==> config.mk <==
export PLATFORM = sky130hd
export DESIGN_NAME = icache_tagv
export DESIGN_NICKNAME = d
export VERILOG_FILES = /design/src/verilog/icache_pkg.sv /design/src/verilog/icache_tagv.sv
export SDC_FILE = /design/constraint.sdc
export NUM_CORES = 1
export LEC_CHECK = 0
export BUFFER_PORTS_ARGS = -buffer_cell sky130_fd_sc_hd__buf_2
export CAP_MARGIN = 40
export CORE_MARGIN = 2
export CORE_UTILIZATION = 25
export DETAILED_ROUTE_END_ITERATION = 16
export GPL_TIMING_DRIVEN = 1
export PLACE_DENSITY = 0.43
export SYNTH_ARGS = -nofsm -noshare
export SYNTH_HDL_FRONTEND = slang
export SYNTH_SLANG_ARGS = --single-unit
==> constraint.sdc <==
create_clock -name clk -period 2.2 [get_ports clk]
set_input_delay 0.33 -clock clk [delete_from_list [all_inputs] [get_ports clk]]
set_output_delay 0.33 -clock clk [all_outputs]
set_load 0.03 [all_outputs]
==> src/verilog/icache_pkg.sv <==
package icache_pkg;

    //////////////////////////////////////////////////
    // geometry
    //////////////////////////////////////////////////

    localparam int index_width  = 4;
    localparam int offset_width = 2;
    // everything above index and word offset, so the top index bits are kept too
    localparam int tag_width    = 32 - index_width - offset_width;
    localparam int line_words   = 1 << offset_width;
    localparam int set_count    = 1 << index_width;

    //////////////////////////////////////////////////
    // cache operations
    //////////////////////////////////////////////////

    localparam int cacop_width = 2;

    localparam logic [cacop_width-1:0] cacop_set_init = 2'd0;
    localparam logic [cacop_width-1:0] cacop_idx_inv  = 2'd1;
    localparam logic [cacop_width-1:0] cacop_hit_inv  = 2'd2;

    // controller states
    localparam int state_width = 3;

    localparam logic [state_width-1:0] st_idle      = 3'd0;
    localparam logic [state_width-1:0] st_lookup    = 3'd1;
    localparam logic [state_width-1:0] st_miss_req  = 3'd2;
    localparam logic [state_width-1:0] st_miss_wait = 3'd3;
    localparam logic [state_width-1:0] st_return    = 3'd4;

    // one line, seen as single words or as instruction pairs
    typedef union packed {
        logic [line_words-1:0][31:0]   word;
        logic [line_words/2-1:0][63:0] pair;
    } icache_line_u;

endpackage

==> src/verilog/icache_tagv.sv <==
`timescale 1ns/1ps

module icache_tagv (
    input  logic                               clk,
    input  logic                               arst_n,
    input  logic [icache_pkg::index_width-1:0] rd_index,
    input  logic [icache_pkg::tag_width-1:0]   cmp_tag,
    output logic [1:0]                         hit,
    input  logic [icache_pkg::index_width-1:0] wr_index,
    input  logic [icache_pkg::tag_width-1:0]   wr_tag,
    input  logic [1:0]                         wr_en,
    input  logic [1:0]                         inv_en,
    input  logic                               set_init
);

    import icache_pkg::*;

    logic [tag_width-1:0]      tag0_mem [set_count];
    logic [tag_width-1:0]      tag1_mem [set_count];
    logic [tag_width-1:0]      tag0_q;
    logic [tag_width-1:0]      tag1_q;
    logic [1:0][set_count-1:0] valid_bits;
    logic [1:0]                clr;
    logic [1:0]                valid_rd;
    logic [1:0]                valid_q;

    assign clr = inv_en | {2{set_init}};

    always_ff @(posedge clk) begin
        if (wr_en[0]) begin
            tag0_mem[wr_index] <= wr_tag;
        end
        if (wr_en[1]) begin
            tag1_mem[wr_index] <= wr_tag;
        end
        tag0_q <= tag0_mem[rd_index];
        tag1_q <= tag1_mem[rd_index];
    end

    //////////////////////////////////////////////////
    // valid bits
    //////////////////////////////////////////////////

    always_ff @(posedge clk or negedge arst_n) begin
        if (!arst_n) begin
            valid_bits <= '0;
        end else begin
            for (int w = 0; w < 2; w++) begin
                if (clr[w]) begin
                    valid_bits[w][wr_index] <= 1'b0;
                end else if (wr_en[w]) begin
                    valid_bits[w][wr_index] <= 1'b1;
                end
            end
        end
    end

    // forward an update to the same set, a fetch right after an invalidate must miss
    always_comb begin
        for (int w = 0; w < 2; w++) begin
            valid_rd[w] = valid_bits[w][rd_index];
            if (rd_index == wr_index) begin
                valid_rd[w] = (valid_rd[w] | wr_en[w]) & ~clr[w];
            end
        end
    end

    always_ff @(posedge clk or negedge arst_n) begin
        if (!arst_n) begin
            valid_q <= 2'b00;
        end else begin
            valid_q <= valid_rd;
        end
    end

    assign hit[0] = valid_q[0] & (tag0_q == cmp_tag);
    assign hit[1] = valid_q[1] & (tag1_q == cmp_tag);

endmodule
== Yosys cells after proc, flatten, opt, wreduce, memory -nomap -nowiden ==
Memory sizes are Yosys's and may differ from the RTL's. A register that Yosys moved wholly into a read port is not among the register bits.
Cells that the tools add are included.
Cells by class
  $lt $le $gt $ge: 3
  muxes and demuxes: 16
  eq/ne operators: 3
  reduce and logical (&&, ||, !) cells: 3
  bitwise logic cells: 14
Operator list (number)
  $mux W16: 4
  $eq A26 B26 Y1: 2
  $and A16 B16 Y16: 2
  $or A16 B16 Y16: 2
  $not A16 Y16: 1
  $lt A4 B5 Y1 const B: 2
  $mux W1: 9
  $bmux W1 S4: 2
  $and A1 B1 Y1: 4
  $demux W1 S4: 1
  $eq A4 B4 Y1: 1
  $ge A4 B1 Y1 const B: 1
  $reduce_bool A2 Y1: 2
  $not A1 Y1: 2
  $or A1 B1 Y1: 2
  $or A2 B2 Y2: 1
  $logic_and A1 B1 Y1: 1
Storage, ports and cells
  bits in writable memories: 832
  output and inout bits: 2
  flip-flop bits (word level): 34
  memories kept: 2
  input port bits: 67
Memories
  tag0_mem: depth 16, bits a word 26, rd ports 1, clocked after Yosys merged registers in 1, wr ports 1, line icache_tagv.sv:18  | logic [tag_width-1:0] tag0_mem [set_count];
  tag1_mem: depth 16, bits a word 26, rd ports 1, clocked after Yosys merged registers in 1, wr ports 1, line icache_tagv.sv:19  | logic [tag_width-1:0] tag1_mem [set_count];

== Depth between registers and ports, before layout ==
Gate-level depths: netlist (run 1).
  depth after elaboration: 7
  mapped depth: 7
  gate-level depth less buffers: 4

== Worst setup path before layout (run 1) ==
Ideal clock, no wire load.
  path kind: input-to-output
  start: in cmp_tag[15] (netlist name)
  end: out hit[1]
  arrival: 2.071 ns
  cell stages on the path: 4
  setup slack: -0.201 ns
  buffers on the path: 0
  data required time: 1.870 ns
  path through: xnor2_1 -> nand4_1 -> or4_1 -> nor4_1
Between the ends
  cells in the longest elaborated chain, start to end: 2
Ends and longest elaborated chain
  start, declared: line icache_tagv.sv:7  | input logic [icache_pkg::tag_width-1:0] cmp_tag,
  $eq A26 B26 Y1: line icache_tagv.sv:77  | assign hit[1] = valid_q[1] & (tag1_q == cmp_tag);
  $and A1 B1 Y1: line icache_tagv.sv:77
  end, declared: line icache_tagv.sv:8  | output logic [1:0] hit,
No other way between the ends.

== Worst setup path in the final report (run 1) ==
  start: reg tag0_q[3] (read register of tag0_mem)
  end: out hit[0]
Between the ends
  cells in the longest elaborated chain, start to end: 2
Ends and longest elaborated chain
  start, declared: line icache_tagv.sv:20  | logic [tag_width-1:0] tag0_q;
  $eq A26 B26 Y1: line icache_tagv.sv:76  | assign hit[0] = valid_q[0] & (tag0_q == cmp_tag);
  $and A1 B1 Y1: line icache_tagv.sv:76
No other way between the ends.

==> results.json, run 1 <==
{
  "status": "finished, violations left",
  "violations": "negative setup slack",
  "finalCriticalPeriod_ns": 2.748,
  "critical_path.cell_chain": "xnor2_4 -> buf_6 -> nand4_1 -> or4_4 -> nor4_4 -> buf_6",
  "htreeDepth": 3,
  "ios": 69,
  "die_x_microns": 376.4,
  "drt_iter0_markers": 1438,
  "worst_slew_pin_slew_ns": 0.8350,
  "synthTopCellsByArea": "edfxtp_1, mux4_2, dfxtp_1, dfrtp_1, xnor2_1",
  "cts_buffers": 99,
  "num_rows": 136,
  "gp_congestion": 0.7475,
  "initial_core_util_pct": 25.21,
  "cts_tree": "done",
  "yosysTopAreaCell": "edfxtp_1",
  "critPathArrivalTime_ns": 2.42,
  "viasPerCell": 4.548,
  "drc": 0,
  "cts_root_buf": "clkbuf_16",
  "portBuffers": 68,
  "layout-drive-gt1-share_pct": 37.08,
  "die_area_sq_um": 141700,
  "critPathKind": "reg2out",
  "cp_max_fo": 1,
  "syn_area_per_cell_sq_um": 24.04,
  "synthTopCellsByCount": "edfxtp_1, mux4_2, dfxtp_1, xnor2_1, dfrtp_1",
  "grt_pass1_wl_microns": 137800,
  "critPathLaunchType": "register",
  "path_common_cell": "buf_6",
  "yosysSeqAreaShare_pct": 77.52,
  "path_clk_slew_ns": 0.06,
  "synth_edf_count": 832,
  "rsz0062_at_grt": "yes",
  "worst_slack_ns": -0.5484,
  "relSlewSlack_pct": 44.33,
  "clk_latency_ns": 0.66,
  "drv_cap": 0,
  "grt_max_degree": 35,
  "p_total_uw": 39320,
  "hold_violations": 0,
  "yosysMostFrequentCell": "edfxtp_1",
  "wl_microns": 99630,
  "syn-num-nets": 1509,
  "end_kind": "primary output",
  "grt-ovfl-total": 0,
  "grt_use_total_pct": 14.06,
  "clk_path_buf_depth": 3,
  "ys_types": 32,
  "max_stage_delay_ns": 0.53,
  "ant_nets": 0,
  "antenna_found_initial": 17,
  "fmaxAchievable_mhz": 363.8,
  "min_path_type": "in2reg",
  "core_sq_um": 137500,
  "leakagePower_uw": 0.01339,
  "place_area_sq_um": 38650,
  "clock-sinks": 918,
  "powerDensity_nw_per_um2": 933.7,
  "synth_top_area_share_pct": 72.07,
  "drv_slew": 0,
  "synthCells": 1442,
  "post-route-cell-area_sq_um": 42110,
  "post_cts_buffers": 0,
  "finalSetupViolations": 2,
  "cp_data_required_time_ns": 1.87,
  "synthToLayoutAreaGrowth_pct": 21.46,
  "final_core_util_pct": 30.63,
  "grt_pass1_vias": 17310,
  "synth_ff_type": "edfxtp_1",
  "synth_seq_cells": 918,
  "crit_slowest_cell": "or4_4",
  "fin_nets": 1730,
  "r2r_slack_ns": 0.58,
  "vias": 16100,
  "vdd_drop_max_mv": 0.5752,
  "routedWlPerCell_microns": 28.14,
  "syn_area_sq_um": 34670,
  "die_y_microns": 376.4,
  "dp_hpwl_microns": 58990,
  "skew_ns": 0.02212,
  "fillers": 13090,
  "synthArstFlopShare_pct": 3.704,
  "ys_warn_count": 0,
  "first_pass_iters": 5,
  "final.period_utilization_pct": 124.9
}
flip-flops by register name (all words and copies together) (netlist names), named ones only:
signal	count
tag1_q	26
valid_q	2
tag0_mem	416
tag1_mem	416
tag0_q	26
per-stage QoR:
step / setup WS [ns] / std cells / hold slack (ns) / TNS (ns)
floorplan: 0.1071 / 1442 / 0.03441 / 0
global route: -0.6342 / 3539 / 0.1808 / -1.127
finish: -0.5484 / 3540 / 0.1729 / -0.9334
detailed placement: -0.5210 / 3355 / 0.4846 / -0.6782
CTS: -0.6285 / 3539 / 0.1363 / -1.142
global placement: -0.5297 / 3355 / 0.4672 / -0.7048
repair_timing:
action                     in CTS  in global routing
pin swaps                       5                  2
hold buffers                    1                  0
resized for setup              21                  3
setup endpoints to repair       2                  2
hold endpoints to repair       34                  0
layer usage:
layer | track usage, % | wire length [microns]
met5 | 0 | 118
met4 | 4.430 | 2957
met3 | 3.067 | 5744
met2 | 21.73 | 45700
met1 | 19.71 | 45110
worst paths after layout:
path,from,end,cells past startpoint
min in group asynchronous,arst_n,async pin,2
max in group asynchronous,arst_n,async pin,2
worst min register to register,register,register,1
worst max-delay path,tag0_q[3],hit[0],6
worst min-delay path,wr_tag[21],tag1_mem[5][21],1
worst max register to register,tag0_mem[15][8],tag0_q[8],2
logic make-up (layout without fill, tap and decap cells):
kind of cell / Yosys count / in the layout / synth area share (%)
AO/OA/AOI/OAI: 40 / 40 / 0.9744
flip-flops: 918 / 918 / 77.52
XOR/XNOR: 56 / 56 / 1.415
other: 0 / 1 / 0
AND/OR/NAND/NOR: 84 / 84 / 1.429
buffers and inverters: 72 / 375 / 1.213
multiplexers: 272 / 272 / 17.45
layout make-up:
cell class                 instances  area (sq um)  share of cell area (%)
sequential                       918         26890                   63.85
tap                             1794          2245                   5.331
clock buffer                     129          2745                   6.519
multi-input combinational        452          7498                   17.81
clock inverter                    54         598.1                   1.420
timing repair buffer             192          2132                   5.063
antenna                            1         2.502                0.005943
power by group:
part | total (uW) | internal, uW | switching, uW
Clock | 17000 | 10300 | 6740
Combinational | 2360 | 1130 | 1240
Sequential | 19900 | 19600 | 332
Total | 39300 | 31000 | 8310
critical path: cells and delay by family, from the launching register on:
family | cells | cell delay, ns
flip-flops | 1 | 0.34
XOR/XNOR | 1 | 0.22
buffers and inverters | 2 | 0.33
AND/OR/NAND/NOR | 3 | 0.87
cells in the final DEF, fill, tap and decap left out, types with 12 or more instances in the layout:
master / n
a2bb2oi_1: 32
and2_2: 32
buf_12: 65
buf_2: 62
buf_4: 58
bufinv_16: 13
clkbuf_1: 19
clkbuf_16: 103
clkinv_1: 17
clkinv_2: 17
dfrtp_1: 34
dfxtp_1: 45
edfxtp_1: 832
mux4_2: 258
nand4_1: 12
xnor2_1: 47
Note: power is estimated with default switching activity, not from simulation.
==> run 2, diff against run 1 <==
--- a/config.mk
+++ b/config.mk
@@ -12,6 +12,7 @@
 export DETAILED_ROUTE_END_ITERATION = 16
 export GPL_TIMING_DRIVEN = 1
 export PLACE_DENSITY = 0.43
+export SKIP_CTS_REPAIR_TIMING = 1
 export SYNTH_ARGS = -nofsm -noshare
 export SYNTH_HDL_FRONTEND = slang
 export SYNTH_SLANG_ARGS = --single-unit
==> results.json, run 2 (synthesis gave the netlist of run 1 again) <==
{
  "status": "finished, violations left",
  "fin_nets": 1729,
  "routedWlPerCell_microns": 28.15,
  "portBuffers": 68,
  "swShare_pct": 21.11,
  "p_switching_uw": 8295,
  "grt.busiest_layer": "met2",
  "finalSetupTns_ns": -0.9702,
  "first_pass_iters": 5,
  "viasPerCell": 4.562,
  "num_rows": 136,
  "critPathLaunchType": "register",
  "relSlewSlack_pct": 44.38,
  "leakagePower_uw": 0.01338,
  "gp_congestion": 0.7475,
  "combPwrFrac_pct": 6.0,
  "htreeDepth": 3,
  "antenna_found_initial": 17,
  "globalRouteMet3Util_pct": 3.026,
  "final.period_utilization_pct": 128.3,
  "core_sq_um": 137500,
  "internal_power_uw": 31000,
  "layout-drive-gt1-share_pct": 37.16,
  "die_x_microns": 376.4,
  "cts_buffers": 99,
  "synthToLayoutAreaGrowth_pct": 21.41,
  "fmaxAchievable_mhz": 354.3,
  "worst_slack_ns": -0.6226,
  "seqPwrFrac_pct": 50.7,
  "final_common_cell": "edfxtp_1",
  "drv_cap": 0,
  "ios": 69,
  "cts_tree": "done",
  "vias": 16150,
  "die_y_microns": 376.4,
  "clkPwrFrac_pct": 43.3,
  "cp_data_required_time_ns": 1.87,
  "powerDensity_nw_per_um2": 933.6,
  "end_kind": "primary output",
  "grt_use_total_pct": 14.05,
  "final_cell_mix": "edfxtp_1, mux4_2, clkbuf_16",
  "grt-ovfl-total": 0,
  "cts_root_buf": "clkbuf_16",
  "cp_max_fo": 1,
  "clk_path_buf_depth": 3,
  "top_regs": "tag0_mem: 416 flops, tag1_mem: 416 flops",
  "vdd_drop_max_mv": 0.5858,
  "grt_pass1_wl_microns": 137700,
  "initial_core_util_pct": 25.21,
  "dp_hpwl_microns": 58990,
  "ant_nets": 0,
  "wl_microns": 99610,
  "drv_slew": 0,
  "path_clk_slew_ns": 0.06,
  "violations": "negative setup slack",
  "clock-sinks": 918,
  "hold_violations": 0,
  "drt_iter0_markers": 1462,
  "final_core_util_pct": 30.61,
  "die_area_sq_um": 141700,
  "met2_usage_pct": 21.72,
  "finalCriticalPeriod_ns": 2.823,
  "drc": 0,
  "clk_latency_ns": 0.66,
  "rsz0062_at_grt": "yes",
  "grt_max_degree": 35,
  "finalSetupViolations": 2,
  "min_path_type": "in2reg",
  "critPathKind": "reg2out",
  "grt_pass1_vias": 17300,
  "critPathArrivalTime_ns": 2.49,
  "worst_slew_pin_slew_ns": 0.8343,
  "gr-usage-met1_pct": 19.74,
  "skew_ns": 0.02383
}
[run 2: cell count changes in the layout (fill, tap and decap cells not counted), sizes merged]
cell,previous run,this run
buf,191,190
[run 2: per-layer routing]
| metal | part of all wire, % | vias up |
|---|---|---|
| met1 | 46 | 8944 |
| met4 | 2.8 | 20 |
| met5 | 0.12 | - |
| li1 | - | 6614 |
| met2 | 46 | 410 |
| met3 | 5.3 | 158 |
[run 2: area by class of cell]
cell class              instances  area, sq um
fillers                     13090        95400
flip-flops and latches        918        26890
multi-input cells             452         7498
clock buffers                 129         2745
well taps                    1794         2245
repair buffers                191         2108
clock inverters                54        598.1
diodes                          1        2.502
[run 2: path summary, 6_finish.rpt]
| path | cells past startpoint | end | slack [ns] | startpoint |
|---|---|---|---|---|
| min reg2reg | 1 | register | 0.54 | register |
| max in group asynchronous | 2 | valid_q[1] | 1.28 | arst_n |
| max | 6 | hit[0] | -0.62 | tag0_q[3] |
| max reg2reg | 2 | tag0_q[8] | 0.58 | tag0_mem[15][8] |
| min in group asynchronous | 2 | async pin | 0.34 | arst_n |
| min | 1 | tag1_mem[5][21] | 0.18 | wr_tag[21] |
[run 2: stage by stage]
stage | setup slack, ns | cells | total power, uW | cell area (sq um) | hold WS [ns]
after floorplan | 0.1071 | 1442 | 21420 | 34680 | 0.03441
after global placement | -0.5297 | 3355 | 22620 | 38650 | 0.4672
after detailed placement | -0.5210 | 3355 | 22680 | 38650 | 0.4846
after CTS | -1.085 | 3538 | 39760 | 41990 | -0.2324
after global routing | -0.7111 | 3538 | 40600 | 42090 | 0.1808
final | -0.6226 | 3539 | 39300 | 42090 | 0.1799
[run 2: power groups by stage]
stage               Clock [uW]  Sequential, uW  Combinational (uW)
CTS                      17400           19900                2390
detailed placement           0           20300                2380
global route             18100           20000                2510
floorplan                    0           20100                1330
global placement             0           20300                2340
finish                   17000           19900                2350
[run 2: critical path, cell delays in order (launching register included)]
cell     delay (ns)
dfxtp_2        0.34
xnor2_4        0.22
buf_6          0.15
nand4_1        0.13
or4_4          0.53
nor4_4         0.29
buf_6          0.18
==> run 3, diff against run 2 <==
--- a/config.mk
+++ b/config.mk
@@ -12,6 +12,7 @@
 export DETAILED_ROUTE_END_ITERATION = 16
 export GPL_TIMING_DRIVEN = 1
 export PLACE_DENSITY = 0.43
+export RECOVER_POWER = 25
 export SKIP_CTS_REPAIR_TIMING = 1
 export SYNTH_ARGS = -nofsm -noshare
 export SYNTH_HDL_FRONTEND = slang
==> results.json, run 3 (synthesis gave the netlist of run 1 again) <==
{
  "status": "finished, violations left",
  "violations": "negative setup slack",
  "ios": 69,
  "skew_ns": 0.02063,
  "grt.busiest_layer": "met2",
  "final_common_cell": "edfxtp_1",
  "fmaxAchievable_mhz": 354.2,
  "finalSetupViolations": 2,
  "finalCriticalPeriod_ns": 2.823,
  "synthToLayoutAreaGrowth_pct": 21.34,
  "core_sq_um": 137500,
  "drt_iter0_markers": 1467,
  "wl_microns": 99630,
  "drc": 0,
  "die_y_microns": 376.4,
  "final_cell_mix": "edfxtp_1, mux4_2, clkbuf_16",
  "layout-drive-gt1-share_pct": 36.18,
  "ant_nets": 0,
  "clk_path_buf_depth": 3,
  "gp_congestion": 0.7475,
  "dp_hpwl_microns": 58990,
  "vdd_drop_max_mv": 0.5834,
  "grt_pass1_wl_microns": 137700,
  "initial_core_util_pct": 25.21,
  "reg2reg_from": "tag0_mem[15][8]",
  "cp_max_fo": 1,
  "critPathKind": "reg2out",
  "first_pass_iters": 5,
  "relSlewSlack_pct": 11.59,
  "cts_root_buf": "clkbuf_16",
  "met2_usage_pct": 21.72,
  "cts_tree": "done",
  "clock-sinks": 918,
  "final.period_utilization_pct": 128.3,
  "portBuffers": 68,
  "min_path_type": "in2reg",
  "critPathArrivalTime_ns": 2.49,
  "grt_max_degree": 35,
  "routedWlPerCell_microns": 28.16,
  "r2r_cells": 2,
  "cp_data_required_time_ns": 1.87,
  "leakagePower_uw": 0.01333,
  "r2r_slack_ns": 0.58,
  "worst_slack_ns": -0.6233,
  "clk_latency_ns": 0.66,
  "top_regs": "tag0_mem: 416 flops, tag1_mem: 416 flops",
  "hold_violations": 0,
  "num_rows": 136,
  "fin_nets": 1729,
  "gr-usage-met1_pct": 19.74,
  "drv_slew": 0,
  "die_x_microns": 376.4,
  "reg2reg_to": "tag0_q[8]",
  "rsz0062_at_grt": "yes",
  "end_kind": "primary output",
  "p_total_uw": 39300,
  "path_clk_slew_ns": 0.06,
  "grt_use_total_pct": 14.05,
  "die_area_sq_um": 141700,
  "grt_pass1_vias": 17300,
  "cts_buffers": 99,
  "critPathLaunchType": "register",
  "antenna_cells": 0,
  "vias": 16200,
  "drv_cap": 0,
  "globalRouteMet3Util_pct": 3.026,
  "htreeDepth": 3,
  "holdPathStages": 3,
  "hp-start": "wr_index[2]",
  "worst_slew_pin_slew_ns": 1.326,
  "finalSetupTns_ns": -0.9701,
  "powerDensity_nw_per_um2": 934.2,
  "grt-ovfl-total": 0,
  "antenna_found_initial": 16,
  "viasPerCell": 4.580
}
[run 3: layer usage]
layer | up-vias | share of wire [%]
li1 | 6621 | -
met1 | 8953 | 45
met2 | 452 | 46
met3 | 157 | 6.1
met4 | 20 | 2.8
met5 | - | 0.12
[run 3: area by class of cell]
class	count	area [sq um]
sequential	918	26890
clock buffer	129	2745
clock inverter	54	598.1
fill	13100	95420
multi-input combinational	452	7498
tap	1794	2245
timing repair buffer	191	2087
[run 3: worst max-delay path, stage by stage, from the launching register on]
cell,delay (ns)
dfxtp_2,0.34
xnor2_4,0.23
buf_6,0.15
nand4_1,0.11
or4_4,0.52
nor4_4,0.29
buf_6,0.18
[run 3: report_power, final]
part	total (uW)	internal [uW]	switching, uW
Combinational	2350	1110	1230
Clock	17000	10300	6720
Sequential	19900	19600	336
[run 3: worst max path at each step]
stage,start,end,slack (ns),cells past startpoint
detailed placement,cmp_tag[3],hit[0],-0.52,7
floorplan,cmp_tag[15],hit[1],0.11,4
CTS,tag0_q[3],hit[0],-1.09,6
finish,tag0_q[3],hit[0],-0.62,6
global placement,cmp_tag[3],hit[0],-0.53,7
global route,tag0_q[3],hit[0],-0.71,6
[run 3: stage by stage]
step / util, % / cell area, sq um / setup slack [ns] / std cells / hold slack, ns
after floorplan: - / 34680 / 0.1071 / 1442 / 0.03441
after global placement: 28.11 / 38650 / -0.5297 / 3355 / 0.4672
after detailed placement: 28.11 / 38650 / -0.5210 / 3355 / 0.4846
after CTS: 30.54 / 41990 / -1.085 / 3538 / -0.2324
after global routing: 30.60 / 42070 / -0.7111 / 3538 / 0.2100
final: 30.60 / 42070 / -0.6233 / 3538 / 0.1875
